### src/design/backend_pkg.sv
package backend_pkg;

    ////////////////////////////////////////////////////////////////////////////
    // Widths and constants
    ////////////////////////////////////////////////////////////////////////////

    localparam int XLEN       = 32;
    localparam int NREG       = 32;
    localparam int REG_AW     = 5;
    localparam int ILEN_BYTES = 4;

    localparam logic [XLEN-1:0] RESET_PC = '0;

    ////////////////////////////////////////////////////////////////////////////
    // Encodings
    ////////////////////////////////////////////////////////////////////////////

    typedef enum logic [3:0] {
        OP_ADD,
        OP_SUB,
        OP_AND,
        OP_OR,
        OP_XOR,
        OP_SLT,
        OP_MUL,
        OP_BEQ,
        OP_BNE,
        OP_JAL
    } op_e;

    // Source of a stage's result
    typedef enum logic {
        FU_ALU,
        FU_MUL
    } fu_e;

    // ST_SKIP drops wrong-path instructions after a redirect
    typedef enum logic {
        ST_RUN,
        ST_SKIP
    } issue_state_e;

    ////////////////////////////////////////////////////////////////////////////
    // Structs
    ////////////////////////////////////////////////////////////////////////////

    typedef struct packed {
        logic [XLEN-1:0]   pc;
        op_e               op;
        logic [REG_AW-1:0] rd;
        logic [REG_AW-1:0] rs1;
        logic [REG_AW-1:0] rs2;
        logic [XLEN-1:0]   imm;
        logic              use_imm;
    } instr_t;

    typedef struct packed {
        logic              pending;
        fu_e               sel;
        logic [REG_AW-1:0] rd;
        logic [XLEN-1:0]   pc;
        logic [XLEN-1:0]   data;
    } stage_t;

    typedef struct packed {
        logic [XLEN-1:0]   pc;
        logic [REG_AW-1:0] rd;
        logic [XLEN-1:0]   data;
    } retire_t;

endpackage

### src/design/reg_file.sv
`timescale 1ns/1ps

module reg_file (
    input  logic                           clk_i,
    input  logic                           rst_ni,
    input  logic [backend_pkg::REG_AW-1:0] raddr_a_i,
    input  logic [backend_pkg::REG_AW-1:0] raddr_b_i,
    output logic [backend_pkg::XLEN-1:0]   rdata_a_o,
    output logic [backend_pkg::XLEN-1:0]   rdata_b_o,
    input  logic                           we_i,
    input  logic [backend_pkg::REG_AW-1:0] waddr_i,
    input  logic [backend_pkg::XLEN-1:0]   wdata_i
);
    import backend_pkg::*;

    logic [XLEN-1:0] regs_q [NREG];

    // x0 is cleared by reset and never written
    always_ff @(posedge clk_i or negedge rst_ni) begin
        if (!rst_ni) begin
            for (int i = 0; i < NREG; i++) begin
                regs_q[i] <= '0;
            end
        end else if (we_i && waddr_i != '0) begin
            regs_q[waddr_i] <= wdata_i;
        end
    end

    assign rdata_a_o = regs_q[raddr_a_i];
    assign rdata_b_o = regs_q[raddr_b_i];

endmodule

### src/design/operand_bypass.sv
`timescale 1ns/1ps

module operand_bypass (
    input  logic [backend_pkg::REG_AW-1:0] rs1_i,
    input  logic [backend_pkg::REG_AW-1:0] rs2_i,
    input  logic [backend_pkg::XLEN-1:0]   rf_rs1_i,
    input  logic [backend_pkg::XLEN-1:0]   rf_rs2_i,
    input  backend_pkg::stage_t            ex1_i,
    input  backend_pkg::stage_t            ex2_i,
    input  logic                           ex1_valid_i,
    input  logic                           ex2_valid_i,
    output logic [backend_pkg::XLEN-1:0]   op_a_o,
    output logic [backend_pkg::XLEN-1:0]   op_b_o,
    output logic                           data_hazard_o
);
    import backend_pkg::*;

    logic haz_a;
    logic haz_b;

    // Returns {hazard, value}. EX1 holds the younger result and wins
    function automatic logic [XLEN:0] resolve(
        input logic [REG_AW-1:0] idx,
        input logic [XLEN-1:0]   rf_val,
        input stage_t            ex1,
        input logic              ex1_ok,
        input stage_t            ex2,
        input logic              ex2_ok
    );
        logic hit1;
        logic hit2;
        hit1 = ex1.pending && ex1.rd == idx && idx != '0;
        hit2 = ex2.pending && ex2.rd == idx && idx != '0;
        if (hit1) begin
            return {!ex1_ok, ex1.data};
        end
        if (hit2) begin
            return {!ex2_ok, ex2.data};
        end
        return {1'b0, rf_val};
    endfunction

    assign {haz_a, op_a_o} = resolve(rs1_i, rf_rs1_i, ex1_i, ex1_valid_i, ex2_i, ex2_valid_i);
    assign {haz_b, op_b_o} = resolve(rs2_i, rf_rs2_i, ex1_i, ex1_valid_i, ex2_i, ex2_valid_i);

    assign data_hazard_o = haz_a || haz_b;

endmodule

### src/design/int_alu.sv
`timescale 1ns/1ps

module int_alu (
    input  backend_pkg::instr_t          instr_i,
    input  logic [backend_pkg::XLEN-1:0] op_a_i,
    input  logic [backend_pkg::XLEN-1:0] op_b_i,
    output logic [backend_pkg::XLEN-1:0] result_o,
    output logic [backend_pkg::XLEN-1:0] next_pc_o
);
    import backend_pkg::*;

    logic [XLEN-1:0] opnd_b;
    logic [XLEN-1:0] link_pc;
    logic [XLEN-1:0] target_pc;
    logic            less;
    logic            taken;

    assign opnd_b    = instr_i.use_imm ? instr_i.imm : op_b_i;
    assign link_pc   = instr_i.pc + XLEN'(ILEN_BYTES);
    assign target_pc = instr_i.pc + instr_i.imm;
    assign less      = $signed(op_a_i) < $signed(opnd_b);

    always_comb begin
        result_o = '0;
        taken    = 1'b0;
        case (instr_i.op)
            OP_ADD: result_o = op_a_i + opnd_b;
            OP_SUB: result_o = op_a_i - opnd_b;
            OP_AND: result_o = op_a_i & opnd_b;
            OP_OR:  result_o = op_a_i | opnd_b;
            OP_XOR: result_o = op_a_i ^ opnd_b;
            OP_SLT: result_o = {{(XLEN-1){1'b0}}, less};
            // Branches compare registers, never the immediate
            OP_BEQ: begin
                result_o = link_pc;
                taken    = op_a_i == op_b_i;
            end
            OP_BNE: begin
                result_o = link_pc;
                taken    = op_a_i != op_b_i;
            end
            OP_JAL: begin
                result_o = link_pc;
                taken    = 1'b1;
            end
            default: begin
                // Product comes from the multiplier
                result_o = '0;
            end
        endcase
    end

    assign next_pc_o = taken ? target_pc : link_pc;

endmodule

### src/design/iter_multiplier.sv
`timescale 1ns/1ps

module iter_multiplier (
    input  logic                         clk_i,
    input  logic                         rst_ni,
    input  logic                         start_i,
    input  logic [backend_pkg::XLEN-1:0] op_a_i,
    input  logic [backend_pkg::XLEN-1:0] op_b_i,
    output logic                         busy_o,
    output logic                         done_o,
    output logic [backend_pkg::XLEN-1:0] product_o
);
    import backend_pkg::*;

    logic                    busy_q;
    logic                    done_q;
    logic [$clog2(XLEN)-1:0] count_q;
    logic [XLEN-1:0]         acc_q;
    logic [XLEN-1:0]         mcand_q;
    logic [XLEN-1:0]         mplier_q;

    // Bit 0 is handled at start, so the last bit lands XLEN-1 cycles later
    always_ff @(posedge clk_i or negedge rst_ni) begin
        if (!rst_ni) begin
            busy_q  <= 1'b0;
            done_q  <= 1'b0;
            count_q <= '0;
        end else begin
            done_q <= 1'b0;
            if (start_i) begin
                busy_q  <= 1'b1;
                count_q <= 'd1;
            end else if (busy_q) begin
                count_q <= count_q + 1'b1;
                // XLEN is a power of two, all ones marks the last bit
                if (&count_q) begin
                    busy_q <= 1'b0;
                    done_q <= 1'b1;
                end
            end
        end
    end

    // Shift-add datapath
    always_ff @(posedge clk_i) begin
        if (start_i) begin
            acc_q    <= op_b_i[0] ? op_a_i : '0;
            mcand_q  <= op_a_i << 1;
            mplier_q <= op_b_i >> 1;
        end else if (busy_q) begin
            if (mplier_q[0]) begin
                acc_q <= acc_q + mcand_q;
            end
            mcand_q  <= mcand_q << 1;
            mplier_q <= mplier_q >> 1;
        end
    end

    // Busy stays up through the done cycle
    assign busy_o    = busy_q || done_q;
    assign done_o    = done_q;
    assign product_o = acc_q;

    a_no_start_on_done: assert property (
        @(posedge clk_i) disable iff (!rst_ni) !(done_o && start_i)
    );

endmodule

### src/design/issue_ctrl.sv
`timescale 1ns/1ps

module issue_ctrl (
    input  logic                         clk_i,
    input  logic                         rst_ni,
    input  logic                         instr_valid_i,
    output logic                         instr_ready_o,
    input  backend_pkg::instr_t          instr_i,
    input  logic                         data_hazard_i,
    input  logic                         ex1_free_i,
    input  logic                         mul_busy_i,
    input  logic [backend_pkg::XLEN-1:0] next_pc_i,
    output backend_pkg::instr_t          held_o,
    output logic                         issue_o,
    output logic                         mul_start_o,
    output logic                         redirect_valid_o,
    output logic [backend_pkg::XLEN-1:0] redirect_pc_o
);
    import backend_pkg::*;

    logic            held_valid_q;
    instr_t          held_q;
    issue_state_e    state_q;
    logic [XLEN-1:0] expected_pc_q;

    logic pc_match;
    logic is_mul;
    logic struct_hazard;
    logic drop;
    logic take;

    ////////////////////////////////////////////////////////////////////////////
    // Hazard checks
    ////////////////////////////////////////////////////////////////////////////

    assign pc_match      = held_q.pc == expected_pc_q;
    assign is_mul        = held_q.op == OP_MUL;
    assign struct_hazard = !ex1_free_i || (is_mul && mul_busy_i);

    assign issue_o = held_valid_q && pc_match && !data_hazard_i && !struct_hazard;

    // Wrong-path instructions leave regardless of other stalls
    assign drop = held_valid_q && !pc_match;

    assign instr_ready_o = !held_valid_q || issue_o || drop;
    assign take          = instr_valid_i && instr_ready_o;

    assign mul_start_o = issue_o && is_mul;
    assign held_o      = held_q;

    // Only the first mismatch after a run of good instructions redirects
    assign redirect_valid_o = drop && state_q == ST_RUN;
    assign redirect_pc_o    = expected_pc_q;

    ////////////////////////////////////////////////////////////////////////////
    // Decode/issue register
    ////////////////////////////////////////////////////////////////////////////

    always_ff @(posedge clk_i or negedge rst_ni) begin
        if (!rst_ni) begin
            held_valid_q <= 1'b0;
        end else if (take) begin
            held_valid_q <= 1'b1;
        end else if (issue_o || drop) begin
            held_valid_q <= 1'b0;
        end
    end

    always_ff @(posedge clk_i) begin
        if (take) begin
            held_q <= instr_i;
        end
    end

    // Redirect FSM and expected PC
    always_ff @(posedge clk_i or negedge rst_ni) begin
        if (!rst_ni) begin
            state_q       <= ST_RUN;
            expected_pc_q <= RESET_PC;
        end else begin
            if (redirect_valid_o) begin
                state_q <= ST_SKIP;
            end else if (issue_o) begin
                state_q <= ST_RUN;
            end
            if (issue_o) begin
                expected_pc_q <= next_pc_i;
            end
        end
    end

    a_issue_no_redirect: assert property (
        @(posedge clk_i) disable iff (!rst_ni) !(issue_o && redirect_valid_o)
    );

    // Multiplier busy covers its done cycle, so starts never overlap
    a_mul_start_idle: assert property (
        @(posedge clk_i) disable iff (!rst_ni) !(mul_start_o && mul_busy_i)
    );

endmodule

### src/design/ex_pipeline.sv
`timescale 1ns/1ps

module ex_pipeline (
    input  logic                           clk_i,
    input  logic                           rst_ni,
    input  logic                           issue_i,
    input  backend_pkg::instr_t            held_i,
    input  logic [backend_pkg::XLEN-1:0]   alu_result_i,
    input  logic                           mul_done_i,
    input  logic [backend_pkg::XLEN-1:0]   mul_product_i,
    output backend_pkg::stage_t            ex1_o,
    output backend_pkg::stage_t            ex2_o,
    output logic                           ex1_valid_o,
    output logic                           ex2_valid_o,
    output logic                           ex1_free_o,
    output logic                           wr_en_o,
    output logic [backend_pkg::REG_AW-1:0] wr_addr_o,
    output logic [backend_pkg::XLEN-1:0]   wr_data_o,
    output logic                           retire_valid_o,
    output backend_pkg::retire_t           retire_o
);
    import backend_pkg::*;

    stage_t ex1_q;
    stage_t ex1_d;
    stage_t ex2_q;
    stage_t ex2_d;
    logic   ex2_done;
    logic   advance;

    // Data field is valid once the stage is marked as ALU
    assign ex1_valid_o = ex1_q.sel == FU_ALU;
    assign ex2_valid_o = ex2_q.sel == FU_ALU;

    assign ex2_done   = ex2_q.pending && ex2_valid_o;
    assign advance    = ex1_q.pending && (!ex2_q.pending || ex2_done);
    assign ex1_free_o = !ex1_q.pending || advance;

    ////////////////////////////////////////////////////////////////////////////
    // Stage update
    ////////////////////////////////////////////////////////////////////////////

    always_comb begin
        ex1_d = ex1_q;
        ex2_d = ex2_q;

        // At most one stage waits on the multiplier
        if (mul_done_i) begin
            if (ex2_q.pending && ex2_q.sel == FU_MUL) begin
                ex2_d.data = mul_product_i;
                ex2_d.sel  = FU_ALU;
            end else if (ex1_q.pending && ex1_q.sel == FU_MUL) begin
                ex1_d.data = mul_product_i;
                ex1_d.sel  = FU_ALU;
            end
        end

        if (ex2_done) begin
            ex2_d.pending = 1'b0;
        end

        if (advance) begin
            ex2_d         = ex1_d;
            ex1_d.pending = 1'b0;
        end

        if (issue_i) begin
            ex1_d.pending = 1'b1;
            ex1_d.sel     = (held_i.op == OP_MUL) ? FU_MUL : FU_ALU;
            ex1_d.rd      = held_i.rd;
            ex1_d.pc      = held_i.pc;
            ex1_d.data    = alu_result_i;
        end
    end

    always_ff @(posedge clk_i or negedge rst_ni) begin
        if (!rst_ni) begin
            ex1_q.pending <= 1'b0;
            ex1_q.sel     <= FU_ALU;
            ex2_q.pending <= 1'b0;
            ex2_q.sel     <= FU_ALU;
        end else begin
            ex1_q <= ex1_d;
            ex2_q <= ex2_d;
        end
    end

    assign ex1_o = ex1_q;
    assign ex2_o = ex2_q;

    // Write-back and retire from EX2
    assign wr_en_o        = ex2_done;
    assign wr_addr_o      = ex2_q.rd;
    assign wr_data_o      = ex2_q.data;
    assign retire_valid_o = ex2_done;
    assign retire_o.pc    = ex2_q.pc;
    assign retire_o.rd    = ex2_q.rd;
    assign retire_o.data  = ex2_q.data;

    a_retire_pending: assert property (
        @(posedge clk_i) disable iff (!rst_ni) retire_valid_o |-> ex2_q.pending
    );

endmodule

### src/design/exec_backend.sv
`timescale 1ns/1ps

module exec_backend (
    input  logic                         clk_i,
    input  logic                         rst_ni,
    input  logic                         instr_valid_i,
    output logic                         instr_ready_o,
    input  backend_pkg::instr_t          instr_i,
    output logic                         redirect_valid_o,
    output logic [backend_pkg::XLEN-1:0] redirect_pc_o,
    output logic                         retire_valid_o,
    output backend_pkg::retire_t         retire_o
);
    import backend_pkg::*;

    instr_t            held;
    stage_t            ex1;
    stage_t            ex2;
    logic              issue;
    logic              data_hazard;
    logic              ex1_free;
    logic              ex1_valid;
    logic              ex2_valid;
    logic              mul_start;
    logic              mul_busy;
    logic              mul_done;
    logic [XLEN-1:0]   mul_product;
    logic [XLEN-1:0]   op_a;
    logic [XLEN-1:0]   op_b;
    logic [XLEN-1:0]   rf_rs1;
    logic [XLEN-1:0]   rf_rs2;
    logic [XLEN-1:0]   alu_result;
    logic [XLEN-1:0]   next_pc;
    logic              wr_en;
    logic [REG_AW-1:0] wr_addr;
    logic [XLEN-1:0]   wr_data;

    issue_ctrl u_issue (
        .clk_i, .rst_ni, .instr_valid_i, .instr_ready_o, .instr_i,
        .data_hazard_i (data_hazard), .ex1_free_i (ex1_free), .mul_busy_i (mul_busy),
        .next_pc_i (next_pc), .held_o (held), .issue_o (issue), .mul_start_o (mul_start),
        .redirect_valid_o, .redirect_pc_o
    );

    operand_bypass u_bypass (
        .rs1_i (held.rs1), .rs2_i (held.rs2), .rf_rs1_i (rf_rs1), .rf_rs2_i (rf_rs2),
        .ex1_i (ex1), .ex2_i (ex2), .ex1_valid_i (ex1_valid), .ex2_valid_i (ex2_valid),
        .op_a_o (op_a), .op_b_o (op_b), .data_hazard_o (data_hazard)
    );

    int_alu u_alu (
        .instr_i (held), .op_a_i (op_a), .op_b_i (op_b),
        .result_o (alu_result), .next_pc_o (next_pc)
    );

    iter_multiplier u_mul (
        .clk_i, .rst_ni, .start_i (mul_start), .op_a_i (op_a), .op_b_i (op_b),
        .busy_o (mul_busy), .done_o (mul_done), .product_o (mul_product)
    );

    ex_pipeline u_ex (
        .clk_i, .rst_ni, .issue_i (issue), .held_i (held), .alu_result_i (alu_result),
        .mul_done_i (mul_done), .mul_product_i (mul_product), .ex1_o (ex1), .ex2_o (ex2),
        .ex1_valid_o (ex1_valid), .ex2_valid_o (ex2_valid), .ex1_free_o (ex1_free),
        .wr_en_o (wr_en), .wr_addr_o (wr_addr), .wr_data_o (wr_data),
        .retire_valid_o, .retire_o
    );

    reg_file u_rf (
        .clk_i, .rst_ni, .raddr_a_i (held.rs1), .raddr_b_i (held.rs2),
        .rdata_a_o (rf_rs1), .rdata_b_o (rf_rs2),
        .we_i (wr_en), .waddr_i (wr_addr), .wdata_i (wr_data)
    );

endmodule

### config.mk
export PLATFORM = sky130hd
export DESIGN_NAME = exec_backend
export DESIGN_NICKNAME = d
export VERILOG_FILES = /design/src/design/backend_pkg.sv /design/src/design/reg_file.sv /design/src/design/operand_bypass.sv /design/src/design/int_alu.sv /design/src/design/iter_multiplier.sv /design/src/design/issue_ctrl.sv /design/src/design/ex_pipeline.sv /design/src/design/exec_backend.sv
export SDC_FILE = /design/constraint.sdc
export NUM_CORES = 2
export LEC_CHECK = 0
export BUFFER_PORTS_ARGS = -buffer_cell sky130_fd_sc_hd__buf_2
export CAP_MARGIN = 10
export CELL_PAD_IN_SITES_DETAIL_PLACEMENT = 0
export CELL_PAD_IN_SITES_GLOBAL_PLACEMENT = 1
export CORE_MARGIN = 1
export CORE_UTILIZATION = 33
export DETAILED_ROUTE_END_ITERATION = 7
export PLACE_DENSITY = 0.56
export SKIP_LAST_GASP = 1
export SLEW_MARGIN = 20
export SYNTH_ARGS = -nofsm -noshare
export SYNTH_HDL_FRONTEND = slang
export SYNTH_SLANG_ARGS = --single-unit
### constraint.sdc
create_clock -name clk_i -period 7.48 [get_ports clk_i]
set_input_delay 0.374 -clock clk_i [delete_from_list [all_inputs] [get_ports clk_i]]
set_output_delay 0.374 -clock clk_i [all_outputs]
set_load 0.01 [all_outputs]
-- After elaboration in Yosys (flattened, before gate mapping)
Index checks and enable logic that the tools add are counted.
- add/subtract/negate cells: 6
- magnitude comparators: 5
- equal/unequal tests: 16
- muxes and demuxes: 62
- bitwise logic cells: 8
- reductions and logical operators: 56
- operators by type and width (cell ; number):
    1024-bit bitwise mux ; 1
    32-bit two-way mux ; 18
    32-bit binary-select mux with 5-bit select ; 2
    33-bit two-way mux ; 8
    32-bit one-hot mux with 7 select lines ; 1
    32-bit demux with 5-bit select ; 1
    71-bit two-way mux ; 2
    32-bit adder ; 3
    32-bit == test ; 2
    31-bit two-way mux ; 2
    32-bit by 3-bit adder with 32-bit output (second input constant) ; 1
    32-bit bitwise AND ; 1
    32-bit less-than comparator ; 1
    32-bit inequality test ; 1
    32-bit OR ; 1
    32-bit subtractor ; 1
    32-bit XOR ; 1
    1-bit two-way mux ; 24
    1-bit logical AND ; 22
    5-bit == test ; 4
    6-bit >= comparator (second input constant) ; 3
    5-bit inverter with 6-bit output ; 3
    4-bit by 3-bit == test with 1-bit output (second input constant) ; 4
    2-bit nonzero test ; 8
    16 further kinds ; 38
- bits in registers: 1385
- output and inout port bits: 104

-- Longest topological paths before layout
- depth after elaboration: 15
- mapped depth: 32

-- By module
From an unflattened synthesis, not the netlist that was laid out.
- cell total of the unflattened synthesis: 7300
- area, all modules: 83451.3 um2
- modules (own cells, without submodules) (module ; instances ; cells an instance ; area an instance (um2) ; seq. area each (um2)):
    reg_file ; 1 ; 4601 ; 55942.4 ; 25624.6
    int_alu ; 1 ; 1291 ; 8967.4 ; 0.0
    ex_pipeline ; 1 ; 456 ; 6517.5 ; 4244.1
    iter_multiplier ; 1 ; 489 ; 5963.2 ; 2997.9
    issue_ctrl ; 1 ; 212 ; 4359.2 ; 3373.2
    operand_bypass ; 1 ; 251 ; 1701.6 ; 0.0

-- Worst setup path before layout
No wires, ideal clock.
- kind: reg2reg
- from: reg u_issue.held_q, in the netlist u_issue.held_o[38]
- to: reg u_issue.held_q, in the netlist u_issue.held_o[0] (enable)
- library setup time: 536 ps
- data arrival time: 6210 ps
- data required time: 6944 ps
- setup slack: 734 ps
- stages on the path, launching flop included: 13
- buffers on the path: 5
- period minus slack after synthesis: 6746 ps
- path through: edfxtp_1 buf_6 or4_1 nor2_1 nor3_1 clkbuf_1 buf_2 buf_2 clkbuf_1 o21ai_0 and4_1 nor2_1 nor2b_1
- longest elaborated chain between the ends: 14
- elaborated cells between the ends (all ways): 20
- ends and longest elaborated chain (element ; RTL line ; text):
    start: declaration ; issue_ctrl.sv:22 ; instr_t held_q;
    start signal: assignment ; issue_ctrl.sv:71 ; held_q <= instr_i;
    5-bit == test ; operand_bypass.sv:33 ; hit2 = ex2.pending && ex2.rd == idx && idx != '0;
    1-bit logical AND (2 in a row) ; operand_bypass.sv:33 ;
    1-bit two-way mux (2 in a row) ; operand_bypass.sv:37 ; if (hit2) begin
    33-bit two-way mux ; operand_bypass.sv:40 ; return {1'b0, rf_val};
    33-bit two-way mux * ; operand_bypass.sv:37 ;
    1-bit logical OR * ; operand_bypass.sv:46 ; assign data_hazard_o = haz_a || haz_b;
    1-bit logical NOT * ; issue_ctrl.sv:40 ; assign issue_o = held_valid_q && pc_match && !data_hazard_i && !struct_hazard;
    1-bit logical AND * (2 in a row) ; issue_ctrl.sv:40 ;
    1-bit logical OR * (2 in a row) ; issue_ctrl.sv:45 ; assign instr_ready_o = !held_valid_q || issue_o || drop;
    1-bit logical AND * ; issue_ctrl.sv:46 ; assign take = instr_valid_i && instr_ready_o;
    named net u_issue.take ; issue_ctrl.sv:30 ; logic take;
Mark *: on every way through the listed nets, which the timed path passes. The rest lies on a longest branch. The select of a mux whose other input is x is not followed.
A chain may end at the register's enable or synchronous reset.

==> results.tsv <==
metric	value	unit
outcome	finished clean	
seq_power_share	44.4	%
fin_crit_sh	95.3	%
ys_seq_elements	1385	
combPwrFrac	11.7	%
cts_max_path_buffers	3	
maxCapViolCount	0	
fp-row-count	179	
cp.required	8.06	ns
setup_viol_count_final	0	
cts_resized	0	
hold_violations	0	
fp.dieW	493	um
p_leak	39.4	nW
die_h	493	um
end_kind	flop	
yosys_warnings	0	
wl_per_cell	30.7	um
drt_iter0_drc	4525	
power.share.clock	43.9	%
timing.fmax	0.140	GHz
cpLargestDelayFamily	compound AO/OA/AOI/OAI gates	
clk_pin_slew	0.07	ns
start_util	33.3	%
grtUsageMet3	3.27	%
layout-area-overhead-vs-synth	13.2	%
p_per_area	197	mW/mm^2
fin_area	0.0900	sq mm
yosys.cell_types.count	99	
io_buffers	190	
clock_sinks	1385	
ant_nets	0	
fin_crit	7.12	ns
syn_area_per_cell	12.8	sq um
max_stage_delay	0.84	ns
async_flop_share	77.2	%
drcViolationCount	0	
syn_area	0.0795	sq mm
syn_nets	6454	
grt_max_degree	148	
internal_power	13.0	mW
postRouteWirelength	294	mm
path_class	flop to flop	
reg2reg_depth	23	
antenna_found_initial	14	
synth_edf_count	316	
vias	55600	
clock-root-buffer	clkbuf_16	
tightest_slew	1.28	ns
grt_overflow_total	0	
drive_above_1_share	34.9	%
layout_commonest_cell	dfrtp_1	
worstHoldPathType	input pin to asynchronous set/reset pin	
rsz0062_at_grt	no	
core_area	0.239	sq mm
fin_skew	0.0410	ns
ir_worst_vdd	0.000255	V
dpl_cell_area	0.0841	sq mm
cts_tree	built	
grt_pass1_vias	56700	
power_switching	4.78	mW
ys_seq_area_share	45.6	%
numCtsBuffers	156	
layout_common_cells	dfrtp_1 (1,069), mux2_2 (987), mux4_2 (477)	
use_met1	32.3	%
worst_slack	0.355	ns
cp_slowest_cell	a21oi_1	
clock_latency	0.85	ns
crit_cells	23	
power_switching_share	27.0	%
gp_congestion	0.882	
reg2reg_slack	0.36	ns
nFillCells	22900	
synth_ff_type	dfrtp_1	
arrival	7.70	ns
vias_per_cell	5.80	
maxSlewHeadroom	13.6	%
h-tree-depth	4	
slew_violations	0	
place_hpwl	191	mm
io_pins	191	
crit_top_cell	a21oi_1	
crit_chain	or3_1, o311a_1, and2_4, a21oi_1, a21oi_1, buf_4, o21ai_0, mux2i_1, ha_1, buf_4, a21oi_1, o31ai_1, a21oi_1, o21bai_1, a21oi_1, nor2_1, nor2_1, o21ai_0, a21oi_1, o2111ai_1, o211ai_1, a21oi_1, a21oi_1	
drt_first_pass_iters	5	
nets	6533	
grt_util_met2	39.7	%
dieArea	0.243	sq mm
grt_usage	24.0	%
cp-start-kind	flop	
synthCells	6217	
cp_num_buf_inv	2	
place_ws	0.571	ns
crit_path_max_fanout	36	
grt_busiest_layer	met2	
grt_pass1_wl	424	mm
timing.setup.tns	0	ns
-- sequential cells by signal (all words and copies together), names as in the netlist --
register	count
u_mul.mcand_q	31
u_mul.mplier_q	31
u_rf.regs_q	1024
u_issue.redirect_pc_o	32
u_mul.product_o	32
u_issue.held_o	84
u_ex.ex1_o	71
u_ex.ex2_o	34
u_ex.wr_addr_o	5
u_issue.state_q	1
u_ex.wr_data_o	32
u_issue.held_valid_q	1
u_mul.count_q	5
u_mul.done_o	1
u_mul.busy_q	1
-- path summary, 6_finish.rpt --
path                                               startpoint                            end
worst max register to register   u_issue.held_o[33]$_DFFE_PP_       u_ex.ex1_o[31]$_DFFE_PP_
worst max-delay path             u_issue.held_o[33]$_DFFE_PP_       u_ex.ex1_o[31]$_DFFE_PP_
worst min register to register  u_rf.regs_q[1021]$_DFFE_PN0P_  u_rf.regs_q[1021]$_DFFE_PN0P_
min in group clk_i                                instr_i[46]   u_issue.held_o[46]$_DFFE_PP_
worst min-delay path                                   rst_ni     u_ex.ex1_o[70]$_DFFE_PN0P_
max in group asynchronous                              rst_ni   u_rf.regs_q[888]$_DFFE_PN0P_
-- synth_stat cells (all sizes together) (7+ instances only) --
library cell	instances	area share, %
a221oi	43	0.47
nand4	25	0.20
nor4	26	0.21
o22ai	54	0.42
a21oi	234	1.5
o2111ai	14	0.15
a22oi	26	0.25
mux2i	278	3.5
a21o	32	0.30
o21a	18	0.17
edfxtp	316	12
a2111oi	7	0.077
o31ai	21	0.20
o221ai	37	0.41
and3	27	0.21
a211oi	46	0.44
xor2	77	0.85
a22o	18	0.20
ha	148	2.3
mux4	498	14
nand2	449	2.1
mux2	987	14
a31oi	24	0.21
nor3	55	0.35
inv	119	0.56
o21bai	18	0.17
nand3	80	0.50
nor2b	27	0.21
or2	13	0.10
xnor2	103	1.1
dfrtp	1069	34
or3	19	0.15
clkbuf	354	1.7
nor2	198	0.93
o21ai	280	1.8
buf	258	2.2
a221o	24	0.30
a31o	7	0.077
nand2b	37	0.29
a21boi	15	0.15
o311ai	7	0.099
o211ai	20	0.20
and2	23	0.18
-- cell families after synthesis --
group | after synthesis | share of synthesized area, %
simple gates | 1013 | 5.82
flops | 1385 | 45.6
mux | 1763 | 31.7
xor+xnor | 180 | 1.98
fa+ha+maj | 151 | 2.39
compound gates | 994 | 8.14
buf+inv | 731 | 4.40
-- cell type report --
class                           instances  area, sq um  area share (%)
Clock inverter                         42          477           0.530
Clock buffer                          233         4610            5.12
Tap cell                             3167         3960            4.40
Multi-Input combinational cell       4101        40100            44.6
Inverter                              119          447           0.496
Antenna cell                            3         7.51         0.00834
Timing Repair Buffer                  533         4130            4.59
Sequential cell                      1385        36200            40.3
-- layer usage --
| layer | vias to the layer above | wire [um] |
|---|---|---|
| li1 | 23600 | - |
| met1 | 29600 | 128000 |
| met2 | 1873 | 140000 |
| met3 | 469 | 15500 |
| met4 | 4 | 10200 |
| met5 | - | 21 |
-- power by group through the flow --
stage	clock (mW)	combinational, mW	sequential (mW)
6_report	7.78	2.08	7.88
3_3_place_gp	0	2.04	8.02
3_5_place_dp	0	2.03	8.01
4_1_cts	7.96	2.08	7.87
2_1_floorplan	0	1.27	7.96
5_1_grt	8.21	2.22	7.88
-- metrics by stage --
step	utilization, %	power [mW]	hold slack [ns]	std cells
after floorplan	-	9.23	0.0784	6217
final	37.7	17.7	0.112	9583
after detailed placement	35.2	10.0	0.327	9219
after global placement	35.2	10.1	0.330	9218
after CTS	37.7	17.9	0.0546	9580
after global routing	37.7	18.3	0.101	9581
-- worst register-to-register path: cells and delay by family (launching register included) --
| family | cells | cell delay, ns |
|---|---|---|
| AO/OA/AOI/OAI | 15 | 3.97 |
| AND/OR/NAND/NOR | 4 | 1.24 |
| flip-flops | 1 | 0.65 |
| adder cells (fa/ha/maj) | 1 | 0.38 |
| buffers and inverters | 2 | 0.37 |
| multiplexers | 1 | 0.26 |
-- timing repair --
| action | CTS | global route |
|---|---|---|
| buffers inserted | 0 | 0 |
| hold endpoints to repair | 353 | 0 |
| hold buffers | 86 | 0 |
| setup endpoints to repair | 0 | 0 |
Power figures use the tool's default switching activity.
